File: src/design/rvfi_macros.svh
`ifndef RVFI_MACROS_SVH
`define RVFI_MACROS_SVH

//////////////////////////////////////////////////////////////////////
// datapath widths
//////////////////////////////////////////////////////////////////////

// data word and pc
`define RVFI_XLEN    32
// integer register index
`define RVFI_REG_AW  5
// one bit per data byte
`define RVFI_BEN_W   4
// retirement counter
`define RVFI_ORDER_W 64

//////////////////////////////////////////////////////////////////////
// configuration register map
//////////////////////////////////////////////////////////////////////

`define RVFI_CFG_AW   2
`define RVFI_CFG_MISA 2'd0
`define RVFI_CFG_MODE 2'd1
`define RVFI_CFG_CTRL 2'd2

// reset values, rv32i in machine mode
`define RVFI_MISA_RST 32'h4000_0100
`define RVFI_MODE_RST 2'b11

`endif
File: src/design/rvfi_pkg.sv
`default_nettype none

`include "rvfi_macros.svh"

package rvfi_pkg;

    // widths with a meaning
    typedef logic [`RVFI_XLEN-1:0]    xlen_t;
    typedef logic [`RVFI_REG_AW-1:0]  reg_addr_t;
    typedef logic [`RVFI_BEN_W-1:0]   ben_t;
    typedef logic [`RVFI_ORDER_W-1:0] order_t;

    // selects as the core encodes them
    typedef enum logic [1:0] {
        NPC_SEQ, NPC_BRANCH, NPC_JUMP, NPC_EXCEPTION
    } next_pc_mux_t;
    typedef enum logic [1:0] {
        ALU_SRC1_RS1, ALU_SRC1_PC, ALU_SRC1_ZERO
    } alu_source_1_t;
    typedef enum logic {
        ALU_SRC2_RS2, ALU_SRC2_IMM
    } alu_source_2_t;
    typedef enum logic [1:0] {
        PC_SEQ, PC_JAL, PC_JALR, PC_BRANCH
    } pc_source_t;

    //////////////////////////////////////////////////////////////////////
    // per-stage events from the core
    //////////////////////////////////////////////////////////////////////

    typedef struct packed {
        logic         valid;
        logic         stall;
        xlen_t        pc;
        next_pc_mux_t next_pc_mux;
    } if_evt_t;

    typedef struct packed {
        logic          valid;
        logic          stall;
        logic          flush;
        logic          trap;
        xlen_t         instr;
        logic          illegal;
        alu_source_1_t alu_source_1;
        alu_source_2_t alu_source_2;
        reg_addr_t     rs1_addr;
        reg_addr_t     rs2_addr;
        // forwarded operand values
        xlen_t         rs1_data;
        xlen_t         rs2_data;
        xlen_t         pc;
        pc_source_t    pc_source;
        xlen_t         jump_target;
        logic          mem_wen;
    } id_evt_t;

    typedef struct packed {
        logic  valid;
        logic  stall;
        logic  flush;
        logic  trap;
        xlen_t branch_target;
        logic  branch_taken;
        xlen_t csr_wdata;
        xlen_t csr_rdata;
    } ex_evt_t;

    typedef struct packed {
        logic  valid;
        logic  stall;
        logic  flush;
        xlen_t dmem_addr;
        xlen_t dmem_wdata;
        logic  dmem_wen;
        ben_t  dmem_ben;
    } mem_evt_t;

    typedef struct packed {
        logic      flush;
        reg_addr_t rd_addr;
        logic      reg_wen;
        xlen_t     reg_wdata;
        xlen_t     mem_rdata;
    } wb_evt_t;

    //////////////////////////////////////////////////////////////////////
    // shadow entry, output record, configuration
    //////////////////////////////////////////////////////////////////////

    typedef struct packed {
        xlen_t     instr;
        logic      trap;
        logic      intr;
        reg_addr_t rs1_addr;
        reg_addr_t rs2_addr;
        xlen_t     rs1_rdata;
        xlen_t     rs2_rdata;
        xlen_t     pc;
        xlen_t     pc_next;
        xlen_t     csr_wdata;
        xlen_t     csr_rdata;
    } stage_rec_t;

    typedef struct packed {
        logic       valid;
        order_t     order;
        xlen_t      insn;
        logic       trap;
        logic       intr;
        logic [1:0] mode;
        logic [1:0] ixl;
        reg_addr_t  rs1_addr;
        xlen_t      rs1_rdata;
        reg_addr_t  rs2_addr;
        xlen_t      rs2_rdata;
        reg_addr_t  rd_addr;
        xlen_t      rd_wdata;
        xlen_t      pc_rdata;
        xlen_t      pc_wdata;
        xlen_t      mem_addr;
        ben_t       mem_rmask;
        ben_t       mem_wmask;
        xlen_t      mem_rdata;
        xlen_t      mem_wdata;
        xlen_t      misa_rdata;
        xlen_t      misa_wdata;
        xlen_t      csr_rmask;
        xlen_t      csr_rdata;
        xlen_t      csr_wmask;
        xlen_t      csr_wdata;
    } rvfi_rec_t;

    typedef struct packed {
        xlen_t      misa;
        logic [1:0] mode;
        logic       trace_en;
    } cfg_t;

endpackage

`default_nettype wire

File: src/design/rvfi_trace_top.sv
`default_nettype none

`include "rvfi_macros.svh"

module rvfi_trace_top import rvfi_pkg::*; (
    input  wire logic                   clk_i,
    input  wire logic                   rst_n_i,
    // per-stage events, as levels
    input  wire if_evt_t                if_evt_i,
    input  wire id_evt_t                id_evt_i,
    input  wire ex_evt_t                ex_evt_i,
    input  wire mem_evt_t               mem_evt_i,
    input  wire wb_evt_t                wb_evt_i,
    // configuration port
    input  wire logic                   cfg_we_i,
    input  wire logic [`RVFI_CFG_AW-1:0] cfg_addr_i,
    input  wire xlen_t                  cfg_wdata_i,
    output xlen_t                       cfg_rdata_o,
    // retirement record
    output rvfi_rec_t                   rvfi_o
);

    cfg_t       cfg;
    stage_rec_t mem_rec;
    logic       mem_valid;

    rvfi_cfg_regs u_cfg_regs (
        .clk_i       (clk_i),
        .rst_n_i     (rst_n_i),
        .cfg_we_i    (cfg_we_i),
        .cfg_addr_i  (cfg_addr_i),
        .cfg_wdata_i (cfg_wdata_i),
        .cfg_rdata_o (cfg_rdata_o),
        .cfg_o       (cfg)
    );

    // IF through MEM shadow registers
    rvfi_shadow_pipe u_shadow_pipe (
        .clk_i       (clk_i),
        .rst_n_i     (rst_n_i),
        .if_evt_i    (if_evt_i),
        .id_evt_i    (id_evt_i),
        .ex_evt_i    (ex_evt_i),
        .mem_evt_i   (mem_evt_i),
        .mem_rec_o   (mem_rec),
        .mem_valid_o (mem_valid)
    );

    // WB entry and record output
    rvfi_retire u_retire (
        .clk_i       (clk_i),
        .rst_n_i     (rst_n_i),
        .mem_rec_i   (mem_rec),
        .mem_valid_i (mem_valid),
        .mem_evt_i   (mem_evt_i),
        .wb_evt_i    (wb_evt_i),
        .cfg_i       (cfg),
        .rvfi_o      (rvfi_o)
    );

endmodule

`default_nettype wire

File: src/design/rvfi_retire.sv
`default_nettype none

`include "rvfi_macros.svh"

module rvfi_retire import rvfi_pkg::*; (
    input  wire logic       clk_i,
    input  wire logic       rst_n_i,
    input  wire stage_rec_t mem_rec_i,
    input  wire logic       mem_valid_i,
    input  wire mem_evt_t   mem_evt_i,
    input  wire wb_evt_t    wb_evt_i,
    input  wire cfg_t       cfg_i,
    output rvfi_rec_t       rvfi_o
);

    // WB shadow entry
    stage_rec_t wb_q;
    logic       valid_wb_q;

    // memory access seen at the MEM to WB edge
    xlen_t      mem_addr_q;
    xlen_t      mem_wdata_q;
    ben_t       mem_rmask_q;
    ben_t       mem_wmask_q;

    order_t     order_q;
    logic       emit;
    reg_addr_t  rd_addr;

    //////////////////////////////////////////////////////////////////////
    // MEM to WB, never stalls
    //////////////////////////////////////////////////////////////////////

    always_ff @(posedge clk_i or negedge rst_n_i) begin
        if (!rst_n_i) begin
            valid_wb_q <= 1'b0;
            wb_q       <= '0;
        end else if (wb_evt_i.flush) begin
            // bubble, trap and intr survive
            valid_wb_q <= 1'b0;
            wb_q       <= '0;
            wb_q.trap  <= mem_rec_i.trap;
            wb_q.intr  <= mem_rec_i.intr;
        end else begin
            valid_wb_q <= mem_valid_i;
            wb_q       <= mem_rec_i;
        end
    end

    always_ff @(posedge clk_i or negedge rst_n_i) begin
        if (!rst_n_i) begin
            mem_addr_q  <= '0;
            mem_wdata_q <= '0;
            mem_rmask_q <= '0;
            mem_wmask_q <= '0;
        end else if (wb_evt_i.flush) begin
            mem_addr_q  <= '0;
            mem_wdata_q <= '0;
            mem_rmask_q <= '0;
            mem_wmask_q <= '0;
        end else begin
            mem_addr_q  <= mem_evt_i.dmem_addr;
            mem_wdata_q <= mem_evt_i.dmem_wdata;
            mem_rmask_q <= mem_evt_i.dmem_ben;
            // loads leave the write mask empty
            mem_wmask_q <= mem_evt_i.dmem_wen ? mem_evt_i.dmem_ben : '0;
        end
    end

    // one step per emitted record
    always_ff @(posedge clk_i or negedge rst_n_i) begin
        if (!rst_n_i) begin
            order_q <= '0;
        end else begin
            order_q <= order_q + order_t'(emit);
        end
    end

    //////////////////////////////////////////////////////////////////////
    // record assembly
    //////////////////////////////////////////////////////////////////////

    assign emit    = (valid_wb_q || wb_q.trap) && cfg_i.trace_en;
    // no write means no destination
    assign rd_addr = wb_evt_i.reg_wen ? wb_evt_i.rd_addr : '0;

    always_comb begin
        rvfi_o       = '0;
        rvfi_o.valid = emit;
        rvfi_o.order = order_q;
        rvfi_o.insn  = wb_q.instr;
        rvfi_o.trap  = wb_q.trap;
        rvfi_o.intr  = wb_q.intr;
        rvfi_o.mode  = cfg_i.mode;
        // mxl field of misa
        rvfi_o.ixl   = cfg_i.misa[`RVFI_XLEN-1 -: 2];

        rvfi_o.rs1_addr  = wb_q.rs1_addr;
        rvfi_o.rs1_rdata = wb_q.rs1_rdata;
        rvfi_o.rs2_addr  = wb_q.rs2_addr;
        rvfi_o.rs2_rdata = wb_q.rs2_rdata;
        rvfi_o.rd_addr   = rd_addr;
        // x0 always reads back zero
        rvfi_o.rd_wdata  = (rd_addr == '0) ? '0 : wb_evt_i.reg_wdata;

        rvfi_o.pc_rdata = wb_q.pc;
        rvfi_o.pc_wdata = wb_q.pc_next;

        rvfi_o.mem_addr  = mem_addr_q;
        rvfi_o.mem_rmask = mem_rmask_q;
        rvfi_o.mem_wmask = mem_wmask_q;
        rvfi_o.mem_rdata = wb_evt_i.mem_rdata;
        rvfi_o.mem_wdata = mem_wdata_q;

        // one csr pair stands for all csrs
        rvfi_o.misa_rdata = cfg_i.misa;
        rvfi_o.misa_wdata = wb_q.csr_wdata;
        rvfi_o.csr_rmask  = {`RVFI_XLEN{valid_wb_q}};
        rvfi_o.csr_rdata  = wb_q.csr_rdata;
        rvfi_o.csr_wmask  = {`RVFI_XLEN{valid_wb_q}};
        rvfi_o.csr_wdata  = wb_q.csr_wdata;
    end

    a_order_step: assert property (
        @(posedge clk_i) disable iff (!rst_n_i)
        (order_q == $past(order_q)) || (order_q == $past(order_q) + 1'b1)
    );

    a_rd_x0_zero: assert property (
        @(posedge clk_i) disable iff (!rst_n_i)
        rvfi_o.valid && (rvfi_o.rd_addr == '0) |-> (rvfi_o.rd_wdata == '0)
    );

endmodule

`default_nettype wire

File: src/design/rvfi_shadow_pipe.sv
`default_nettype none

module rvfi_shadow_pipe import rvfi_pkg::*; (
    input  wire logic     clk_i,
    input  wire logic     rst_n_i,
    input  wire if_evt_t  if_evt_i,
    input  wire id_evt_t  id_evt_i,
    input  wire ex_evt_t  ex_evt_i,
    input  wire mem_evt_t mem_evt_i,
    output stage_rec_t    mem_rec_o,
    output logic          mem_valid_o
);

    // interrupt flag following the fetch
    logic       intr_if_q;
    logic       intr_id_q;

    // shadow entries
    stage_rec_t ex_d;
    stage_rec_t ex_q;
    stage_rec_t mem_d;
    stage_rec_t mem_q;
    logic       ex_valid_q;
    logic       mem_valid_q;

    // operand use in ID
    logic       use_rs1;
    logic       use_rs2;

    // flushed slot, keeps only trap and intr
    function automatic stage_rec_t bubble(input stage_rec_t rec);
        stage_rec_t b;
        b      = '0;
        b.trap = rec.trap;
        b.intr = rec.intr;
        return b;
    endfunction

    //////////////////////////////////////////////////////////////////////
    // IF and ID
    //////////////////////////////////////////////////////////////////////

    always_ff @(posedge clk_i or negedge rst_n_i) begin
        if (!rst_n_i) begin
            intr_if_q <= 1'b0;
            intr_id_q <= 1'b0;
        end else begin
            // fetch redirected to the trap vector
            if (!if_evt_i.stall) begin
                intr_if_q <= if_evt_i.valid && (if_evt_i.next_pc_mux == NPC_EXCEPTION);
            end
            // ID drops the flag on a flush
            if (!id_evt_i.stall) begin
                intr_id_q <= id_evt_i.flush ? 1'b0 : intr_if_q;
            end
        end
    end

    //////////////////////////////////////////////////////////////////////
    // ID to EX
    //////////////////////////////////////////////////////////////////////

    always_comb begin
        use_rs1 = (id_evt_i.alu_source_1 == ALU_SRC1_RS1) || (id_evt_i.pc_source == PC_JALR);
        use_rs2 = (id_evt_i.alu_source_2 == ALU_SRC2_RS2) || id_evt_i.mem_wen;

        ex_d       = '0;
        ex_d.instr = id_evt_i.instr;
        // a taken branch kills the ID trap
        ex_d.trap  = id_evt_i.trap && !id_evt_i.stall && !ex_evt_i.branch_taken;
        ex_d.intr  = intr_id_q;
        ex_d.pc    = id_evt_i.pc;

        // operands not read by the instruction are reported as x0
        if (use_rs1) begin
            ex_d.rs1_addr  = id_evt_i.rs1_addr;
            ex_d.rs1_rdata = id_evt_i.rs1_data;
        end
        if (use_rs2) begin
            ex_d.rs2_addr  = id_evt_i.rs2_addr;
            ex_d.rs2_rdata = id_evt_i.rs2_data;
        end

        // jumps resolve in ID, else the fetch pc is next
        if (id_evt_i.pc_source inside {PC_JAL, PC_JALR}) begin
            ex_d.pc_next = id_evt_i.jump_target;
        end else begin
            ex_d.pc_next = if_evt_i.pc;
        end
    end

    always_ff @(posedge clk_i or negedge rst_n_i) begin
        if (!rst_n_i) begin
            ex_q       <= '0;
            ex_valid_q <= 1'b0;
        end else if (!ex_evt_i.stall) begin
            ex_q       <= ex_evt_i.flush ? bubble(ex_d) : ex_d;
            ex_valid_q <= !ex_evt_i.flush && id_evt_i.valid && !id_evt_i.stall;
        end
    end

    //////////////////////////////////////////////////////////////////////
    // EX to MEM
    //////////////////////////////////////////////////////////////////////

    always_comb begin
        mem_d      = ex_q;
        mem_d.trap = ex_q.trap || (ex_evt_i.trap && !ex_evt_i.stall);
        // branches resolve in EX
        if (ex_evt_i.branch_taken) begin
            mem_d.pc_next = ex_evt_i.branch_target;
        end
        mem_d.csr_wdata = ex_evt_i.csr_wdata;
        mem_d.csr_rdata = ex_evt_i.csr_rdata;
    end

    always_ff @(posedge clk_i or negedge rst_n_i) begin
        if (!rst_n_i) begin
            mem_q       <= '0;
            mem_valid_q <= 1'b0;
        end else if (!mem_evt_i.stall) begin
            mem_q       <= mem_evt_i.flush ? bubble(mem_d) : mem_d;
            mem_valid_q <= !mem_evt_i.flush && ex_valid_q && ex_evt_i.valid && !ex_evt_i.stall;
        end
    end

    // entry only counts in the cycle it leaves MEM
    always_comb begin
        mem_rec_o      = mem_q;
        mem_rec_o.trap = mem_q.trap && !mem_evt_i.stall;
    end

    assign mem_valid_o = mem_valid_q && mem_evt_i.valid && !mem_evt_i.stall;

    // a flushed MEM slot carries no rs1 operand
    a_flush_clears_rs1: assert property (
        @(posedge clk_i) disable iff (!rst_n_i)
        mem_evt_i.flush && !mem_evt_i.stall |=>
            (mem_q.rs1_addr == '0) && (mem_q.rs1_rdata == '0)
    );

endmodule

`default_nettype wire

File: src/design/rvfi_cfg_regs.sv
`default_nettype none

`include "rvfi_macros.svh"

module rvfi_cfg_regs import rvfi_pkg::*; (
    input  wire logic                   clk_i,
    input  wire logic                   rst_n_i,
    input  wire logic                   cfg_we_i,
    input  wire logic [`RVFI_CFG_AW-1:0] cfg_addr_i,
    input  wire xlen_t                  cfg_wdata_i,
    output xlen_t                       cfg_rdata_o,
    output cfg_t                        cfg_o
);

    cfg_t cfg_q;

    // write side, one register per strobe
    always_ff @(posedge clk_i or negedge rst_n_i) begin
        if (!rst_n_i) begin
            cfg_q.misa     <= `RVFI_MISA_RST;
            cfg_q.mode     <= `RVFI_MODE_RST;
            cfg_q.trace_en <= 1'b1;
        end else if (cfg_we_i) begin
            case (cfg_addr_i)
                `RVFI_CFG_MISA: cfg_q.misa     <= cfg_wdata_i;
                `RVFI_CFG_MODE: cfg_q.mode     <= cfg_wdata_i[1:0];
                `RVFI_CFG_CTRL: cfg_q.trace_en <= cfg_wdata_i[0];
                // unmapped, dropped
                default: ;
            endcase
        end
    end

    // read mux, zero extended
    always_comb begin
        case (cfg_addr_i)
            `RVFI_CFG_MISA: cfg_rdata_o = cfg_q.misa;
            `RVFI_CFG_MODE: cfg_rdata_o = {{(`RVFI_XLEN-2){1'b0}}, cfg_q.mode};
            `RVFI_CFG_CTRL: cfg_rdata_o = {{(`RVFI_XLEN-1){1'b0}}, cfg_q.trace_en};
            default:        cfg_rdata_o = '0;
        endcase
    end

    assign cfg_o = cfg_q;

    // host side must hold off until reset is released
    a_no_write_in_reset: assert property (
        @(posedge clk_i) !rst_n_i |-> !cfg_we_i
    );

endmodule

`default_nettype wire

File: config.mk
export PLATFORM = sky130hd
export DESIGN_NAME = rvfi_trace_top
export DESIGN_NICKNAME = d
export VERILOG_FILES = /design/src/design/rvfi_pkg.sv /design/src/design/rvfi_trace_top.sv /design/src/design/rvfi_retire.sv /design/src/design/rvfi_shadow_pipe.sv /design/src/design/rvfi_cfg_regs.sv
export VERILOG_INCLUDE_DIRS = /design/src /design/src/design
export SDC_FILE = /design/constraint.sdc
export NUM_CORES = 1
export LEC_CHECK = 0
export BUFFER_PORTS_ARGS = -buffer_cell sky130_fd_sc_hd__buf_2
export CORE_AREA = 2 2 434 436
export DETAILED_ROUTE_END_ITERATION = 8
export DIE_AREA = 0 0 436 438
export PLACE_DENSITY = 0.43
export RECOVER_POWER = 50
export SLEW_MARGIN = 15
export SYNTH_ARGS = -nofsm -noshare
export SYNTH_HDL_FRONTEND = slang
export SYNTH_SLANG_ARGS = --single-unit
File: constraint.sdc
create_clock -name clk_i -period 4.5 [get_ports clk_i]
set_clock_uncertainty 0.1 [all_clocks]
set_input_delay 0.45 -clock clk_i [delete_from_list [all_inputs] [get_ports clk_i]]
set_output_delay 0.45 -clock clk_i [all_outputs]
set_load 0.005 [all_outputs]
==> metrics.cfg <==
[floorplanning]
initial_core_util = 0.1746
die_w_um = 436
die-height_um = 438
floorplan.rows = 159
die_outline_area_sq_um = 191000
ioPinCount = 1104
core_region_area_sq_um = 186600

[final_layout]
fill_cells = 20170
multi_input_comb_area_sq_um = 10150
regArea_sq_um = 20530
final_net_count = 4633
leading_cell_type_in_the_layout_fill_and_taps_excluded = sky130_fd_sc_hd__buf_2
layout.cells.most_common_list = sky130_fd_sc_hd__buf_2 (1027), sky130_fd_sc_hd__dfrtp_1 (814), sky130_fd_sc_hd__dlygate4sd3_1 (413)
post_route_cells_drive_above_1_share = 0.3017
synthToLayoutAreaGrowth_pct = 43.36

[place]
place_worst_setup_slack_ns = 1.399
place_congestion = 0.8449
port-buffer-count = 1038
dp.final_hpwl_um = 84480

[sta]
worstMarginPinSlew_ns = 2.922
pins_over_their_slew_limit = 780
fin_setup_tns_ns = 0
post-route-worst-setup-slack_ns = 1.145
slew_headroom = -0.9479
report.final.hold_viol_count = 0
clock.fmax_mhz = 298.0
final.period_utilization = 0.7456
grt_setup_unrepaired = false
layout_min_cycle_time_ns = 3.355
setup_viol = 0

[clocking]
clk_root_buffer_cell = sky130_fd_sc_hd__clkbuf_16
number_of_h_tree_branching_levels = 3
maximum_number_of_buffers_from_clock_root_to_sink = 3
cts.reportedPaths.clkPinSlew_ns = 0.06
cts_tree = built
clock_buffer_count_from_cts = 97
clk-insertion-delay-late_ns = 0.73
clock-sinks = 820

[worst_setup_path]
endpoint_kind_of_the_worst_setup_timing_path = flop
r2r_end = u_retire.order_q[45]$_DFF_PN0_
ff2ff_setup_slack_ns = 1.52
critical_path.cell_chain = dlygate4sd3_1 -> buf_8 -> clkbuf_2 -> nor2b_1
startpoint_type = input port
critPathSlowestCell = sky130_fd_sc_hd__clkbuf_2
critPathCapture = u_retire.rvfi_o[479]$_DFF_PN0_
rr_startpoint = u_cfg_regs.cfg_o[0]$_DFFE_PN1P_
required_ns = 4.81
path_class = in -> reg
timing.critical_path.buf_inv = 3
cpLargestDelayFamily = buffers and inverters
timing.critical_path.depth = 4
setup.worst_path.start = wb_evt_i[70]
crit_arrival_ns = 3.66
worst-path-max-fanout = 92
rr_worst_depth = 7
crit_path_max_incr_delay_ns = 1.64

[drt]
routed-via-count = 24710
drt-met1-wl_um = 46050
drc = 0
routed.top_layer = met5
detail_route.wl_per_cell_um = 17.66
number_of_nets_with_antenna_violations_after_detailed_routing = 0
initialDrtViolationCount = 1241
routed-wl-met3_um = 6890
routed-wl-met2_um = 61710
vias_per_instance = 3.684
finalWirelength_um = 118500
dr.pass1.iters = 7

[global_routing]
largest_net_degree_at_the_start_of_global_routing = 160
grt_pass1_vias = 25680
number_of_antenna_violations_at_the_first_check_in_global_routing = 14
grt_first_pass_wirelength_um = 174300
grt.overflow.total = 0
global_route.usage.total = 0.1218

[synthesis]
ys_seq_elements = 820
dominant_combinational_cell_family_by_area_after_synthesis = simple AND/OR/NAND/NOR gates
synthesis.area_per_instance_sq_um = 11.33
synth_simple_gate_area_frac = 0.1877
synth_xor_xnor_area_share = 0.01667
synthMuxAreaShare = 0.03306
syn-instance-count = 2876
seq_area_frac_synth = 0.6299
post_synthesis_net_count = 3377
synth_compound_gate_area_share = 0.07254
ys.warnings.count = 0
synthAdderAreaFrac = 0.001152
yosysUniqueCellTypes = 40
synth.cell_area_sq_um = 32580

[pwr]
power.density_cell_area_nw_per_um2 = 381.2
power_leakage_nw = 22.76
vdd_ir_drop_max_mv = 0.2993

[outcome]
outcome = complete, but fails checks
failed_checks = max-capacitance violations, max-slew violations

[min_path]
holdPathStages = 3
timing.hold.worst.class = in -> reg

[run]
max_cap_violations = 10

kinds of logic after synthesis:
logic type               count (synthesis)
AND/OR/NAND/NOR                       1129
flip-flops                             820
AO/OA/AOI/OAI                          414
buffers and inverters                  345
multiplexers                           103
XOR/XNOR                                62
adder cells (fa/ha/maj)                  3
through the flow:
step	power, W	hold WS [ns]	util	cell area, sq um	instances
2_1_floorplan	0.008940	0.05441	-	32580	2876
3_5_place_dp	0.009869	0.2654	0.2119	39550	6115
5_1_grt	0.01876	0.07381	0.2503	46710	6708
3_3_place_gp	0.009846	0.2598	0.2119	39550	6115
6_report	0.01781	0.1153	0.2503	46710	6708
4_1_cts	0.01824	0.0006973	0.2510	46830	6701
where the power goes:
group,leakage [nW],switching [W],total (W),internal (W)
Sequential,11.0,0.000242,0.00807,0.00783
Clock,1.54,0.00335,0.00781,0.00446
Combinational,10.3,0.000980,0.00192,0.000944
layout make-up:
type / count / area share
repair buffers: 1493 / 0.2079
inverters: 9 / 0.0007232
flip-flops and latches: 820 / 0.4394
well taps: 2495 / 0.06683
multi-input cells: 1711 / 0.2173
clock buffers: 141 / 0.06000
clock inverters: 32 / 0.007446
diodes: 7 / 0.0003750
sequential cells by signal, summed over array words and instances (netlist names), 4 cells and up:
register and cells:
u_cfg_regs.cfg_o 35, u_retire.mem_addr_q 32, u_retire.mem_rmask_q 4, u_retire.mem_wdata_q 32, u_retire.mem_wmask_q 4, u_retire.order_q 64
u_retire.rvfi_o 236, u_shadow_pipe.ex_q 172, u_shadow_pipe.mem_rec_o 235
Yosys cell counts:
library cell / n / area (sq um)
sky130_fd_sc_hd__a21oi_1: 2 / 10.01
sky130_fd_sc_hd__a22o_1: 74 / 648.1
sky130_fd_sc_hd__and2_1: 72 / 450.4
sky130_fd_sc_hd__and3_1: 11 / 68.82
sky130_fd_sc_hd__and4_1: 4 / 35.03
sky130_fd_sc_hd__buf_1: 6 / 22.52
sky130_fd_sc_hd__buf_2: 2 / 10.01
sky130_fd_sc_hd__buf_4: 166 / 1246
sky130_fd_sc_hd__clkbuf_1: 162 / 608.1
sky130_fd_sc_hd__dfrtp_1: 815 / 20390
sky130_fd_sc_hd__dfstp_2: 5 / 131.4
sky130_fd_sc_hd__ha_1: 3 / 37.54
sky130_fd_sc_hd__inv_1: 9 / 33.78
sky130_fd_sc_hd__mux2_2: 37 / 416.7
sky130_fd_sc_hd__mux2i_1: 66 / 660.6
sky130_fd_sc_hd__nand2_1: 359 / 1348
sky130_fd_sc_hd__nand2b_1: 267 / 1670
sky130_fd_sc_hd__nand3_1: 29 / 145.1
sky130_fd_sc_hd__nand3_2: 1 / 10.01
sky130_fd_sc_hd__nand3b_1: 2 / 15.01
sky130_fd_sc_hd__nand4_1: 25 / 156.4
sky130_fd_sc_hd__nand4_2: 2 / 25.02
sky130_fd_sc_hd__nand4b_1: 1 / 8.760
sky130_fd_sc_hd__nor2_1: 24 / 90.09
sky130_fd_sc_hd__nor2b_1: 304 / 1902
sky130_fd_sc_hd__nor3_1: 11 / 55.05
sky130_fd_sc_hd__nor3_2: 2 / 20.02
sky130_fd_sc_hd__nor3_4: 1 / 16.27
sky130_fd_sc_hd__nor4_1: 6 / 37.54
sky130_fd_sc_hd__nor4bb_1: 1 / 10.01
sky130_fd_sc_hd__o21a_1: 1 / 7.510
sky130_fd_sc_hd__o21ai_0: 334 / 1672
sky130_fd_sc_hd__o41ai_1: 3 / 26.28
sky130_fd_sc_hd__or2_2: 3 / 18.77
sky130_fd_sc_hd__or3_1: 1 / 6.260
sky130_fd_sc_hd__or4_1: 1 / 7.510
sky130_fd_sc_hd__or4b_1: 1 / 10.01
sky130_fd_sc_hd__or4b_2: 1 / 10.01
sky130_fd_sc_hd__xnor2_1: 39 / 341.6
sky130_fd_sc_hd__xor2_1: 23 / 201.4
tightest hold or removal path, delay by kind of cell:
family / cells / cell delay, ns
buffers and inverters: 1 / 0.14
muxes: 1 / 0.17
and+or+nand+nor: 1 / 0.15
layer usage:
layer  GRT usage  vias up
met5           0        -
met4     0.04744        2
met3     0.03051      174
met2      0.2181      719
met1      0.1384    12080
li1            -    11730
worst min-delay path by stage:
stage | start | slack [ns] | endpoint
final | cfg_addr_i[0] | 0.12 | u_cfg_regs.cfg_o[2]$_DFFE_PN1P_
after global routing | cfg_addr_i[0] | 0.07 | u_cfg_regs.cfg_o[2]$_DFFE_PN1P_
after CTS | cfg_addr_i[0] | 0.0007 | u_cfg_regs.cfg_o[2]$_DFFE_PN1P_
after detailed placement | u_shadow_pipe.mem_rec_o[202]$_DFFE_PN0N_ | 0.27 | u_retire.rvfi_o[475]$_DFF_PN0_
after global placement | u_shadow_pipe.mem_rec_o[202]$_DFFE_PN0N_ | 0.26 | u_retire.rvfi_o[475]$_DFF_PN0_
after floorplan | rst_n_i | 0.05 | u_cfg_regs.cfg_o[10]$_DFFE_PN0P_
timing repair:
| item | in CTS | in global routing |
|---|---|---|
| endpoints found under the setup margin | 0 | 0 |
| setup buffers | 0 | 0 |
| gates resized for setup | 0 | 0 |
| endpoints found under the hold margin | 479 | 0 |
| hold buffers | 413 | 0 |
Note: power is estimated with default switching activity, not from simulation.
